===== config.mk =====
export PLATFORM = sky130hd
export DESIGN_NAME = host_fifo_bridge
export DESIGN_NICKNAME = d
export VERILOG_FILES = /design/src/hdl/stream_pkg.sv /design/src/hdl/host_pkg.sv /design/src/hdl/stream_fifo.sv /design/src/hdl/tx_framer.sv /design/src/hdl/line_packer.sv /design/src/hdl/line_unpacker.sv /design/src/hdl/rx_packet_watcher.sv /design/src/hdl/host_fifo_bridge.sv
export VERILOG_INCLUDE_DIRS = /design/src /design/src/hdl
export SDC_FILE = /design/constraint.sdc
export NUM_CORES = 2
export LEC_CHECK = 0
export ABC_AREA = 1
export BUFFER_PORTS_ARGS = -buffer_cell sky130_fd_sc_hd__buf_4
export CELL_PAD_IN_SITES_DETAIL_PLACEMENT = 1
export CELL_PAD_IN_SITES_GLOBAL_PLACEMENT = 1
export CORE_MARGIN = 2
export CORE_UTILIZATION = 50
export CTS_CLUSTER_DIAMETER = 80
export DETAILED_ROUTE_END_ITERATION = 16
export PLACE_DENSITY_LB_ADDON = 0.1
export SETUP_SLACK_MARGIN = 0.4
export SLEW_MARGIN = 10
export SYNTH_ARGS = -nofsm -noshare
export SYNTH_HDL_FRONTEND = slang
export SYNTH_SLANG_ARGS = --single-unit

===== constraint.sdc =====
create_clock -name fifo_clk -period 5.35 [get_ports fifo_clk]
set_clock_uncertainty 0.1 [all_clocks]
set_input_delay 1.605 -clock fifo_clk [delete_from_list [all_inputs] [get_ports fifo_clk]]
set_output_delay 1.605 -clock fifo_clk [all_outputs]
set_load 0.005 [all_outputs]

===== src/hdl/bridge_defines.svh =====
/*
 * Buffer sizes and the TX space threshold of the host-to-stream bridge.
 * Include this header wherever a FIFO depth or threshold is needed.
 */

`ifndef BRIDGE_DEFINES_SVH
`define BRIDGE_DEFINES_SVH

// TX word buffer, 32 entries of flagged words
`define BRIDGE_TX_WORD_DEPTH_LOG2 5

// Both line buffers, 8 entries each
`define BRIDGE_LINE_DEPTH_LOG2 3

// RX word buffer, 32 entries
`define BRIDGE_RX_WORD_DEPTH_LOG2 5

// Queue of complete RX packet lengths
`define BRIDGE_LEN_DEPTH_LOG2 2

// Free TX word entries the host needs before a burst of writes
`define BRIDGE_TX_BURST 8

`endif


===== src/hdl/stream_pkg.sv =====
/*
 * Payload types of the internal valid/ready streams.
 * Words are 16 bits with frame flags, lines pack two words little-endian.
 */

package stream_pkg;

   // One 16-bit word with its frame flags
   typedef struct packed {
      logic        eof;
      logic        sof;
      logic [15:0] data;
   } word18_t;

   // Two words per line, the first word in data[15:0]
   typedef struct packed {
      logic [1:0]  occ;
      logic        eof;
      logic        sof;
      logic [31:0] data;
   } line36_t;

   // occ encodings
   localparam logic [1:0] OCC_FULL       = 2'd0;
   // Last line of a frame with only the lower half in use
   localparam logic [1:0] OCC_LOWER_ONLY = 2'd2;

endpackage


===== src/hdl/host_pkg.sv =====
/*
 * Host-side types: the bus data word and the status struct
 * that the bridge returns to the host.
 */

package host_pkg;

   typedef logic [15:0] host_word_t;

   // rx_frame_len is counted in 16-bit words
   typedef struct packed {
      logic       tx_have_space;
      logic       rx_have_data;
      logic       bus_error;
      host_word_t rx_frame_len;
   } host_status_t;

endpackage


===== src/hdl/stream_fifo.sv =====
/*
 * Synchronous show-ahead FIFO on a register array.
 * The payload type is a parameter, so one block serves words, lines and lengths.
 * space_o and used_o give the free and occupied entry counts.
 */

module stream_fifo #(
   parameter type payload_t  = logic,
   parameter int  depth_log2 = 4
) (
   input  logic                  fifo_clk,
   input  logic                  reset_i,
   input  logic                  clear_i,
   input  payload_t              in_i,
   input  logic                  in_valid_i,
   output logic                  in_ready_o,
   output payload_t              out_o,
   output logic                  out_valid_o,
   input  logic                  out_ready_i,
   output logic [depth_log2:0]   space_o,
   output logic [depth_log2:0]   used_o
);

   localparam logic [depth_log2:0] full_count = {1'b1, {depth_log2{1'b0}}};

   payload_t              mem [full_count];
   logic [depth_log2-1:0] wr_ptr;
   logic [depth_log2-1:0] rd_ptr;
   logic [depth_log2:0]   used;
   logic                  push;
   logic                  pop;

   assign in_ready_o  = (used != full_count);
   assign out_valid_o = (used != '0);
   assign push        = in_valid_i & in_ready_o;
   assign pop         = out_valid_o & out_ready_i;

   // Head of the buffer is always on the output
   assign out_o   = mem[rd_ptr];
   assign used_o  = used;
   assign space_o = full_count - used;

   always_ff @(posedge fifo_clk) begin
      if (push) begin
         mem[wr_ptr] <= in_i;
      end
   end

   always_ff @(posedge fifo_clk) begin
      if (reset_i || clear_i) begin
         wr_ptr <= '0;
         rd_ptr <= '0;
         used   <= '0;
      end else begin
         if (push) begin
            wr_ptr <= wr_ptr + 1'b1;
         end
         if (pop) begin
            rd_ptr <= rd_ptr + 1'b1;
         end
         // Simultaneous push and pop leave the count alone
         used <= used + {{depth_log2{1'b0}}, push} - {{depth_log2{1'b0}}, pop};
      end
   end

endmodule


===== src/hdl/tx_framer.sv =====
/*
 * Host write side of the TX path. Each write strobe becomes a flagged word
 * in the same cycle; sof and eof follow the programmed frame length.
 * Writes into a full buffer are dropped and reported as a bus error.
 */

`include "bridge_defines.svh"

module tx_framer (
   input  logic                               fifo_clk,
   input  logic                               reset_i,
   input  logic                               clear_i,
   input  logic                               wr_en_i,
   input  host_pkg::host_word_t               wr_data_i,
   input  host_pkg::host_word_t               frame_len_i,
   output stream_pkg::word18_t                out_o,
   output logic                               out_valid_o,
   input  logic                               out_ready_i,
   input  logic [`BRIDGE_TX_WORD_DEPTH_LOG2:0] space_i,
   output logic                               have_space_o,
   output logic                               bus_error_o
);

   host_pkg::host_word_t word_cnt;
   logic                 last_word;
   logic                 accept;

   // A frame length of zero or one makes every word a whole frame
   assign last_word = ((word_cnt + 16'd1) >= frame_len_i);
   assign accept    = wr_en_i & out_ready_i;

   assign out_valid_o = wr_en_i;
   assign out_o.data  = wr_data_i;
   assign out_o.sof   = (word_cnt == '0);
   assign out_o.eof   = last_word;

   assign have_space_o = (space_i >= `BRIDGE_TX_BURST);

   always_ff @(posedge fifo_clk) begin
      if (reset_i || clear_i) begin
         word_cnt    <= '0;
         bus_error_o <= 1'b0;
      end else begin
         if (accept) begin
            word_cnt <= last_word ? '0 : word_cnt + 16'd1;
         end
         // Dropped write, count stays where it was
         bus_error_o <= wr_en_i & ~out_ready_i;
      end
   end

endmodule


===== src/hdl/line_packer.sv =====
/*
 * Packs pairs of flagged words into 36-bit lines, first word in the low half.
 * A frame that ends on a lower half closes its line early with occ set.
 * The finished line is held until the line buffer takes it.
 */

module line_packer (
   input  logic                fifo_clk,
   input  logic                reset_i,
   input  logic                clear_i,
   input  stream_pkg::word18_t in_i,
   input  logic                in_valid_i,
   output logic                in_ready_o,
   output stream_pkg::line36_t out_o,
   output logic                out_valid_o,
   input  logic                out_ready_i
);

   stream_pkg::word18_t lo_word;
   stream_pkg::line36_t line_next;
   logic                have_lo;
   logic                take;
   logic                close;

   // No new word while a finished line is stalled
   assign in_ready_o = ~out_valid_o | out_ready_i;
   assign take       = in_valid_i & in_ready_o;
   assign close      = take & (have_lo | in_i.eof);

   always_comb begin
      if (have_lo) begin
         line_next.occ  = stream_pkg::OCC_FULL;
         line_next.eof  = lo_word.eof | in_i.eof;
         line_next.sof  = lo_word.sof;
         line_next.data = {in_i.data, lo_word.data};
      end else begin
         line_next.occ  = stream_pkg::OCC_LOWER_ONLY;
         line_next.eof  = 1'b1;
         line_next.sof  = in_i.sof;
         line_next.data = {16'h0000, in_i.data};
      end
   end

   always_ff @(posedge fifo_clk) begin
      if (take && !have_lo) begin
         lo_word <= in_i;
      end
      if (close) begin
         out_o <= line_next;
      end
   end

   always_ff @(posedge fifo_clk) begin
      if (reset_i || clear_i) begin
         have_lo     <= 1'b0;
         out_valid_o <= 1'b0;
      end else begin
         if (close) begin
            out_valid_o <= 1'b1;
         end else if (out_ready_i) begin
            out_valid_o <= 1'b0;
         end
         if (take) begin
            have_lo <= ~have_lo & ~in_i.eof;
         end
      end
   end

endmodule


===== src/hdl/line_unpacker.sv =====
/*
 * Splits 36-bit lines back into flagged words, low half first.
 * A line with occ set yields only its lower half, which carries eof.
 * A new line is taken only after the held one has been fully sent.
 */

module line_unpacker (
   input  logic                fifo_clk,
   input  logic                reset_i,
   input  logic                clear_i,
   input  stream_pkg::line36_t in_i,
   input  logic                in_valid_i,
   output logic                in_ready_o,
   output stream_pkg::word18_t out_o,
   output logic                out_valid_o,
   input  logic                out_ready_i
);

   stream_pkg::line36_t line_q;
   logic                upper;
   logic                lower_only;
   logic                last_word;

   assign in_ready_o  = ~out_valid_o;
   assign lower_only  = (line_q.occ == stream_pkg::OCC_LOWER_ONLY);
   assign last_word   = upper | lower_only;

   always_comb begin
      if (upper) begin
         out_o.data = line_q.data[31:16];
         out_o.sof  = 1'b0;
         out_o.eof  = line_q.eof;
      end else begin
         out_o.data = line_q.data[15:0];
         out_o.sof  = line_q.sof;
         out_o.eof  = line_q.eof & lower_only;
      end
   end

   always_ff @(posedge fifo_clk) begin
      if (in_valid_i && in_ready_o) begin
         line_q <= in_i;
      end
   end

   always_ff @(posedge fifo_clk) begin
      if (reset_i || clear_i) begin
         out_valid_o <= 1'b0;
         upper       <= 1'b0;
      end else if (!out_valid_o) begin
         out_valid_o <= in_valid_i;
      end else if (out_ready_i) begin
         out_valid_o <= ~last_word;
         upper       <= ~last_word;
      end
   end

endmodule


===== src/hdl/rx_packet_watcher.sv =====
/*
 * Watches both sides of the RX word buffer. Counts words of the packet
 * being written, queues the length of each complete packet and tells the
 * host when one is ready. A read with no packet waiting is a bus error.
 */

`include "bridge_defines.svh"

module rx_packet_watcher (
   input  logic                 fifo_clk,
   input  logic                 reset_i,
   input  logic                 clear_i,
   input  stream_pkg::word18_t  wr_word_i,
   input  logic                 wr_fire_i,
   input  stream_pkg::word18_t  rd_word_i,
   input  logic                 rd_fire_i,
   input  logic                 rd_en_i,
   output logic                 have_data_o,
   output host_pkg::host_word_t frame_len_o,
   output logic                 bus_error_o
);

   host_pkg::host_word_t            wr_count;
   host_pkg::host_word_t            len_head;
   logic                            len_push;
   logic                            len_pop;
   logic [`BRIDGE_LEN_DEPTH_LOG2:0] pkt_count;

   assign len_push = wr_fire_i & wr_word_i.eof;
   assign len_pop  = rd_fire_i & rd_word_i.eof;

   // Occupancy of the length queue is the number of complete packets
   stream_fifo #(
      .payload_t  (host_pkg::host_word_t),
      .depth_log2 (`BRIDGE_LEN_DEPTH_LOG2)
   ) len_queue_i (
      .fifo_clk    (fifo_clk),
      .reset_i     (reset_i),
      .clear_i     (clear_i),
      .in_i        (wr_count + 16'd1),
      .in_valid_i  (len_push),
      .in_ready_o  (),
      .out_o       (len_head),
      .out_valid_o (),
      .out_ready_i (len_pop),
      .space_o     (),
      .used_o      (pkt_count)
   );

   assign have_data_o = (pkt_count != '0);
   assign frame_len_o = have_data_o ? len_head : '0;

   always_ff @(posedge fifo_clk) begin
      if (reset_i || clear_i) begin
         wr_count    <= '0;
         bus_error_o <= 1'b0;
      end else begin
         if (wr_fire_i) begin
            wr_count <= wr_word_i.eof ? '0 : wr_count + 16'd1;
         end
         bus_error_o <= rd_en_i & ~have_data_o;
      end
   end

endmodule


===== src/hdl/host_fifo_bridge.sv =====
/*
 * Host-bus to stream bridge, FIFO clock domain. Host writes are framed,
 * buffered and packed into lines; incoming lines are unpacked and buffered
 * for host reads. Status goes back to the host as one packed struct.
 */

`include "bridge_defines.svh"

module host_fifo_bridge (
   input  logic                   fifo_clk,
   input  logic                   reset_i,
   input  logic                   clear_tx_i,
   input  logic                   clear_rx_i,
   input  logic                   host_wr_en_i,
   input  host_pkg::host_word_t   host_wr_data_i,
   input  host_pkg::host_word_t   tx_frame_len_i,
   input  logic                   host_rd_en_i,
   output stream_pkg::word18_t    host_rd_data_o,
   output stream_pkg::line36_t    tx_line_o,
   output logic                   tx_line_valid_o,
   input  logic                   tx_line_ready_i,
   input  stream_pkg::line36_t    rx_line_i,
   input  logic                   rx_line_valid_i,
   output logic                   rx_line_ready_o,
   output host_pkg::host_status_t status_o
);

   //////////////////////////////////////////////////////////////////////
   // TX path

   stream_pkg::word18_t                tx_word, tx_word_b;
   logic                               tx_word_valid, tx_word_ready;
   logic                               tx_word_b_valid, tx_word_b_ready;
   logic [`BRIDGE_TX_WORD_DEPTH_LOG2:0] tx_space;
   stream_pkg::line36_t                tx_line;
   logic                               tx_line_valid, tx_line_ready;
   logic                               tx_have_space, bus_error_tx;

   tx_framer framer_i (
      .fifo_clk, .reset_i, .clear_i(clear_tx_i),
      .wr_en_i(host_wr_en_i), .wr_data_i(host_wr_data_i), .frame_len_i(tx_frame_len_i),
      .out_o(tx_word), .out_valid_o(tx_word_valid), .out_ready_i(tx_word_ready),
      .space_i(tx_space), .have_space_o(tx_have_space), .bus_error_o(bus_error_tx));

   stream_fifo #(.payload_t(stream_pkg::word18_t), .depth_log2(`BRIDGE_TX_WORD_DEPTH_LOG2))
   tx_word_fifo_i (
      .fifo_clk, .reset_i, .clear_i(clear_tx_i),
      .in_i(tx_word), .in_valid_i(tx_word_valid), .in_ready_o(tx_word_ready),
      .out_o(tx_word_b), .out_valid_o(tx_word_b_valid), .out_ready_i(tx_word_b_ready),
      .space_o(tx_space), .used_o());

   // Little-endian packing, first word in the low half
   line_packer packer_i (
      .fifo_clk, .reset_i, .clear_i(clear_tx_i),
      .in_i(tx_word_b), .in_valid_i(tx_word_b_valid), .in_ready_o(tx_word_b_ready),
      .out_o(tx_line), .out_valid_o(tx_line_valid), .out_ready_i(tx_line_ready));

   stream_fifo #(.payload_t(stream_pkg::line36_t), .depth_log2(`BRIDGE_LINE_DEPTH_LOG2))
   tx_line_fifo_i (
      .fifo_clk, .reset_i, .clear_i(clear_tx_i),
      .in_i(tx_line), .in_valid_i(tx_line_valid), .in_ready_o(tx_line_ready),
      .out_o(tx_line_o), .out_valid_o(tx_line_valid_o), .out_ready_i(tx_line_ready_i),
      .space_o(), .used_o());

   //////////////////////////////////////////////////////////////////////
   // RX path

   stream_pkg::line36_t rx_line;
   logic                rx_line_valid, rx_line_ready;
   stream_pkg::word18_t rx_word;
   logic                rx_word_valid, rx_word_ready;
   logic                rx_word_b_valid, rx_word_b_ready;
   logic                rx_have_data, bus_error_rx;
   host_pkg::host_word_t rx_frame_len;

   stream_fifo #(.payload_t(stream_pkg::line36_t), .depth_log2(`BRIDGE_LINE_DEPTH_LOG2))
   rx_line_fifo_i (
      .fifo_clk, .reset_i, .clear_i(clear_rx_i),
      .in_i(rx_line_i), .in_valid_i(rx_line_valid_i), .in_ready_o(rx_line_ready_o),
      .out_o(rx_line), .out_valid_o(rx_line_valid), .out_ready_i(rx_line_ready),
      .space_o(), .used_o());

   line_unpacker unpacker_i (
      .fifo_clk, .reset_i, .clear_i(clear_rx_i),
      .in_i(rx_line), .in_valid_i(rx_line_valid), .in_ready_o(rx_line_ready),
      .out_o(rx_word), .out_valid_o(rx_word_valid), .out_ready_i(rx_word_ready));

   stream_fifo #(.payload_t(stream_pkg::word18_t), .depth_log2(`BRIDGE_RX_WORD_DEPTH_LOG2))
   rx_word_fifo_i (
      .fifo_clk, .reset_i, .clear_i(clear_rx_i),
      .in_i(rx_word), .in_valid_i(rx_word_valid), .in_ready_o(rx_word_ready),
      .out_o(host_rd_data_o), .out_valid_o(rx_word_b_valid), .out_ready_i(rx_word_b_ready),
      .space_o(), .used_o());

   // Reads only pop once a whole packet is buffered
   assign rx_word_b_ready = host_rd_en_i & rx_have_data;

   rx_packet_watcher watcher_i (
      .fifo_clk, .reset_i, .clear_i(clear_rx_i),
      .wr_word_i(rx_word), .wr_fire_i(rx_word_valid & rx_word_ready),
      .rd_word_i(host_rd_data_o), .rd_fire_i(rx_word_b_valid & rx_word_b_ready),
      .rd_en_i(host_rd_en_i), .have_data_o(rx_have_data),
      .frame_len_o(rx_frame_len), .bus_error_o(bus_error_rx));

   //////////////////////////////////////////////////////////////////////
   // Host status

   logic bus_error;

   // Sticky until either direction is cleared
   always_ff @(posedge fifo_clk) begin
      if (reset_i || clear_tx_i || clear_rx_i) begin
         bus_error <= 1'b0;
      end else if (bus_error_tx || bus_error_rx) begin
         bus_error <= 1'b1;
      end
   end

   assign status_o.tx_have_space = tx_have_space;
   assign status_o.rx_have_data  = rx_have_data;
   assign status_o.bus_error     = bus_error;
   assign status_o.rx_frame_len  = rx_frame_len;

endmodule


* After elaboration in Yosys (flattened, before gate mapping)
Memory sizes are Yosys's and may differ from the RTL's. A register that Yosys moved wholly into a read port is not among the register bits.
Cells that the tools add are included.
W data, S select, Z words.
** Cells by class
- Add/subtract/negate cells :: 23
- Multiply operators :: 0
- Div/mod/pow operators :: 0
- $lt $le $gt $ge :: 2
- Equality and inequality tests :: 6
- Shift-type cells :: 0
- Mux-type cells :: 27
- Bitwise logic cells :: 29
- Reductions and logical operators :: 15
** Operators with widths (count)
- $mux W16 :: 3
- $mux W36 :: 1
- $add A16 B1 Y16 const B :: 2
- $add A5 B1 Y5 const B :: 4
- $mux W5 :: 4
- $and A1 B1 Y1 :: 18
- $mux W18 :: 1
- $ge A16 B16 Y1 :: 1
- $logic_not A16 Y1 :: 1
- $mux W1 :: 14
- $add A3 B1 Y3 const B :: 4
- $add A6 B1 Y6 :: 2
- $ne A6 B6 Y1 const B :: 2
- $reduce_bool A6 Y1 :: 2
- $sub A6 B1 Y6 :: 2
- $add A4 B1 Y4 :: 2
- $ne A4 B4 Y1 const B :: 2
- $reduce_bool A4 Y1 :: 2
- $sub A4 B1 Y4 :: 2
- $not A1 Y1 :: 7
- $ge A6 B4 Y1 const B :: 1
- $mux W3 :: 2
- $sub A6 B6 Y6 const A :: 1
- $add A2 B1 Y2 const B :: 2
- other kinds (12) :: 20
** Storage, ports and cells
- Register bits after elaboration :: 152
- Bits in latches :: 0
- Memory bits (writable) :: 1792
- Bits in read-only memories :: 0
- Bits of input ports :: 76
- Memories :: 5
** Memories
- rx_word_fifo_i.mem :: words 32, width 18, rd ports 1, clocked after Yosys merged registers in 1, write ports 1, line stream_fifo.sv:26 : payload_t mem [full_count];
- tx_word_fifo_i.mem :: words 32, width 18, rd ports 1, clocked after Yosys merged registers in 1, write ports 1, line stream_fifo.sv:26
- rx_line_fifo_i.mem :: words 8, width 36, rd ports 1, clocked after Yosys merged registers in 1, write ports 1, line stream_fifo.sv:26
- tx_line_fifo_i.mem :: words 8, width 36, rd ports 1, clocked after Yosys merged registers in 1, write ports 1, line stream_fifo.sv:26
- watcher_i.len_queue_i.mem :: words 4, width 16, rd ports 1, clocked after Yosys merged registers in 1, write ports 1, line stream_fifo.sv:26

* Depth between registers and ports, before layout
- Depth in word-level cells :: 7
- Mapped depth :: 19
- Depth with buffers taken out :: 17

* By module
Synthesis repeated with hierarchy kept, for this count alone.
** Second synthesis, totals
- Cell total of the unflattened synthesis :: 7937
- Area total of the unflattened synthesis :: 84913.9 µm²
** Modules (own cells, without submodules)
- stream_fifo (tx_word_fifo_i) :: instances 1, cells each 2125, area each 24519.8 µm²
- stream_fifo (rx_word_fifo_i) :: instances 1, cells each 2125, area each 24483.5 µm²
- stream_fifo (rx_line_fifo_i) :: instances 1, cells each 1344, area each 13213.9 µm²
- stream_fifo (tx_line_fifo_i) :: instances 1, cells each 1343, area each 13213.9 µm²
- stream_fifo (watcher_i.len_queue_i) :: instances 1, cells each 240, area each 2955.3 µm²
- line_packer :: instances 1, cells each 164, area each 2103.3 µm²
- tx_framer :: instances 1, cells each 289, area each 1756.7 µm²
- line_unpacker :: instances 1, cells each 107, area each 1438.9 µm²
- rx_packet_watcher :: instances 1, cells each 182, area each 1133.6 µm²
- host_fifo_bridge :: instances 1, cells each 18, area each 95.1 µm²

* Least setup slack after synthesis
Ideal clock, no wire load.
- Kind :: reg-to-reg
- Start point :: reg rx_line_fifo_i.used[1], in the netlist rx_line_fifo_i.used_o[1]
- End point :: reg rx_line_fifo_i.used[2], in the netlist rx_line_fifo_i.used_o[2]
- Library setup time :: 0.128 ns
- Arrival :: 4.028 ns
- Slack :: 1.094 ns
- Cell stages (with the launch flop) :: 10
- Buffers on the path :: 0
- Clock period less this slack :: 4.256 ns
- Path through :: dfxtp_1 > inv_1 > a31oi_1 > ha_1 > inv_1 > ha_1 > inv_1 > fa_1 > xor2_1 > nor2_1
** RTL lines
- start: declaration :: line stream_fifo.sv:29 : logic [depth_log2:0] used;
- start signal: assignment :: line stream_fifo.sv:62 : used <= used + {{depth_log2{1'b0}}, push} - {{depth_log2{1'b0}}, pop};
- $reduce_bool A4 Y1 :: line stream_fifo.sv:34 : assign out_valid_o = (used != '0);
- $and A1 B1 Y1 :: line stream_fifo.sv:36 : assign pop = out_valid_o & out_ready_i;
- net rx_line_fifo_i.pop :: line stream_fifo.sv:31 : logic pop;
- $sub A4 B1 Y4 :: line stream_fifo.sv:62
The timed path passes the listed nets, and every way through them passes these cells.
A chain may end at the register's enable or synchronous reset.

==> metrics.md <==
| Metric | Value |
|---|---|
| Result of the run | `finished clean` |
| Via count of the first global-routing pass | `52800` |
| Netlist area before placement | `78900 sq um` |
| Ys flop type | `sky130_fd_sc_hd__edfxtp_1` |
| DIE HEIGHT | `401 um` |
| Final slew viol count | `0` |
| Leading post-synthesis cells by cell area | `sky130_fd_sc_hd__edfxtp_1, sky130_fd_sc_hd__nor2_1, sky130_fd_sc_hd__o21ai_0` |
| Worst stage delay on the critical path | `0.50 ns` |
| CTS tree | `built` |
| Share of the core filled with cells | `56.7%` |
| Number of hold-repair buffers added at the cts stage | `0` |
| Setup repair after global routing missed its margin | `false` |
| Post-synthesis to final-layout area growth | `12.4%` |
| Wire length of the first global-routing pass | `335000 um` |
| IO Pins | `151` |
| Total negative setup slack | `0 ns` |
| Data required time at the worst endpoint | `3.65 ns` |
| Reg2reg setup slack | `1.11 ns` |
| Initial cell density of the core | `50.4%` |
| Ratio of routed vias to standard cells | `6.03` |
| Die outline width | `401 um` |
| Clk Latency, worst-skew pair | `0.82 ns` |
| Buffer levels on the longest clock path | `3` |
| DRC viols | `0` |
| Critical Path Sink Type | `output pin` |
| Max-cap violations | `0` |
| Class of the tightest hold or removal check | `reg -> reg` |
| Setup violations, final | `0` |
| Total track usage | `27.6%` |
| Crit path max fanout | `50` |
| Number of enable-type register cells in the synthesized netlist | `1873` |
| Final Hold Fails | `0` |
| Final global-route overflow total | `0` |
| Async set or reset register ratio after synthesis | `0%` |
| Fraction of the yosys area taken by sequential cells | `74.2%` |
| Area enclosed by the die boundary | `161000 sq um` |
| Cells after synthesis | `6134` |
| Peak ir drop on the vdd network | `0.335 mV` |
| Setup crit end | `host_rd_data_o[2]` |
| Leakage Power | `29.7 nW` |
| Max transition margin | `13.6%` |
| Syn avg cell area | `12.9 sq um` |
| Number of buffers added by the clock tree synthesis step | `202` |
| Post-synthesis cell type with the largest combined area | `sky130_fd_sc_hd__edfxtp_1` |
| Number of fill cells in the layout | `15300` |
| Start of the worst register-to-register path | `framer_i.word_cnt[0]` |
| Total via count after detailed routing | `51100` |
| Number of cells on the worst reg-to-reg path | `17` |
| Most used cells in the layout excluding fill and tap cells | `sky130_fd_sc_hd__edfxtp_1, sky130_fd_sc_hd__nor2_1, sky130_fd_sc_hd__o21ai_0` |
| Global placer's final weighted congestion | `0.798` |
| Site Rows | `145` |
| Antenna viol nets, final | `0` |
| Upper clock frequency limit | `207 MHz` |
| Pwr/cell area | `454 nW/um^2` |
| Routed length per placed instance | `26.4 um` |
| Post-layout instance area | `88700 sq um` |
| Total iterations of the first detailed-routing run | `6` |
| Number of synthesis warnings | `0` |
| Setup ws final | `0.525 ns` |
| Post-layout nets | `6405` |
| Syn_nets | `6286` |
| CTS root buf | `sky130_fd_sc_hd__clkbuf_16` |
| Total clock sinks | `1986` |
| Top-area cell type share of the netlist area | `71.3%` |
| Worst Tran Pin Value | `1.29 ns` |
| Violation count after the first detailed-routing iteration | `4808` |
| Most common cell after layout, fill and taps aside | `sky130_fd_sc_hd__edfxtp_1` |
| Share of cells above drive strength 1 | `10.9%` |
| Number of unique standard cell types used by synthesis | `46` |
| Minimum period implied by the final worst setup slack | `4.82 ns` |
| Capturing point of the worst reg2reg path | `framer_i.word_cnt[14]` |
| Standard cell core area | `156000 sq um` |
| Critical Path, Cell by Cell | `buf_4 -> o21ai_0 -> o221ai_1 -> nand3_1 -> nand2_1 -> nor2_1 -> a21oi_1 -> buf_4` |
| Critical path data arrival time | `3.12 ns` |
| Startpoint-to-endpoint class of the critical path | `reg -> out` |
| Hpwl dp | `129000 um` |
| Number of buffers inserted by port buffering | `149` |
| Cell with the biggest individual delay on the critical path | `sky130_fd_sc_hd__dfxtp_4` |
| DP Area | `82400 sq um` |
| Initial antenna violation count | `9` |
| Clock-pin slew of the registers on the worst-case setup and hold paths | `0.06 ns` |
| Flop and latch count out of synthesis | `1986` |
| Wirelength, routed | `224000 um` |
| Pin count of the biggest net entering global routing | `180` |
| Portion of the clock cycle consumed by the worst path in the final layout | `90.2%` |
| CTS H-tree depth | `4` |
| Most frequent cell on the critical path | `sky130_fd_sc_hd__buf_4` |
| Worst-case setup slack after placement | `1.12 ns` |
| Final Hold Slack | `0.367 ns` |
| Critical path startpoint category | `register` |
## kinds of logic after synthesis
group	after synthesis	share of synthesized area, %
flip-flops	1986	74.2
AO/OA/AOI/OAI	1488	10.9
XOR/XNOR	28	0.311
buffers and inverters	578	3.29
AND/OR/NAND/NOR	1977	10.1
other	1	0.00475
adder cells (fa/ha/maj)	76	1.25
## synth_stat cells (all sizes together), types with 71 or more instances
library cell  number
o21ai            949
nand2            332
buf              172
clkbuf           213
nand3            268
a21oi             98
ha                71
a31oi             78
nor2            1314
edfxtp          1873
o22ai            105
dfxtp            113
o221ai           221
inv              185
## worst min-delay path by stage
stage	start	slack, ns	to	cells past startpoint
2_1_floorplan	tx_line_fifo_i.rd_ptr[2]	0.33	register	2
3_3_place_gp	tx_line_fifo_i.rd_ptr[2]	0.35	tx_line_fifo_i.rd_ptr[2]	2
3_5_place_dp	rx_word_fifo_i.rd_ptr[4]	0.36	rx_word_fifo_i.rd_ptr[4]	2
4_1_cts	rx_word_fifo_i.rd_ptr[4]	0.37	rx_word_fifo_i.rd_ptr[4]	2
5_1_grt	rx_word_fifo_i.rd_ptr[4]	0.41	register	2
6_report	rx_word_fifo_i.rd_ptr[4]	0.37	register	2
## sequential cells by signal, summed over array words and instances (netlist names), 16 cells and up, named ones only
name and cells:
rx_line_fifo_i.mem 288, tx_word_fifo_i.mem 576, rx_word_fifo_i.mem 576, watcher_i.wr_count 16, packer_i.lo_word 18, framer_i.word_cnt 16
tx_line_fifo_i.mem 280, packer_i.out_o 35, watcher_i.len_queue_i.mem 64, unpacker_i.line_q 36
## layout make-up
| class | instances | area [sq um] | share of cell area (%) |
|---|---|---|---|
| Antenna cell | 1 | 2.50 | 0.00282 |
| Sequential cell | 1986 | 58500 | 66.0 |
| Inverter | 193 | 764 | 0.862 |
| Clock inverter | 93 | 777 | 0.876 |
| Multi-Input combinational cell | 3570 | 18200 | 20.5 |
| Clock buffer | 278 | 5470 | 6.17 |
| Timing Repair Buffer | 300 | 2360 | 2.66 |
| Tap cell | 2058 | 2570 | 2.90 |
## through the flow
step	cells	power [mW]
after floorplan	6134	23.9
after global placement	8107	26.7
after detailed placement	8107	27.0
after CTS	8478	40.5
after global routing	8478	41.9
final	8479	40.3
## timing repair
| item | CTS | global route |
|---|---|---|
| pin swaps | 0 | 0 |
| resized for setup | 5 | 4 |
| setup endpoints to repair | 33 | 7 |
| setup buffers | 0 | 0 |
## power breakdown
part           switching (mW)  internal [mW]  leakage, nW
Clock                    5.83           7.70         3.06
Sequential              0.738           19.1         17.8
Combinational            5.08           1.82         8.80
## worst max-delay path, delay by kind of cell, from the launching register on
family	cells	cell delay [ns]
compound gates	3	0.78
buf+inv	2	0.67
flops	1	0.50
simple gates	3	0.33
## layer usage
metal	global-route usage (%)	vias to the layer above	wire length, um
met4	7.35	10	4980
met3	4.02	312	13600
met1	39.1	26400	98500
met2	44.8	1613	107000
met5	0	-	65
li1	-	22800	-
Note: power is estimated with default switching activity, not from simulation.
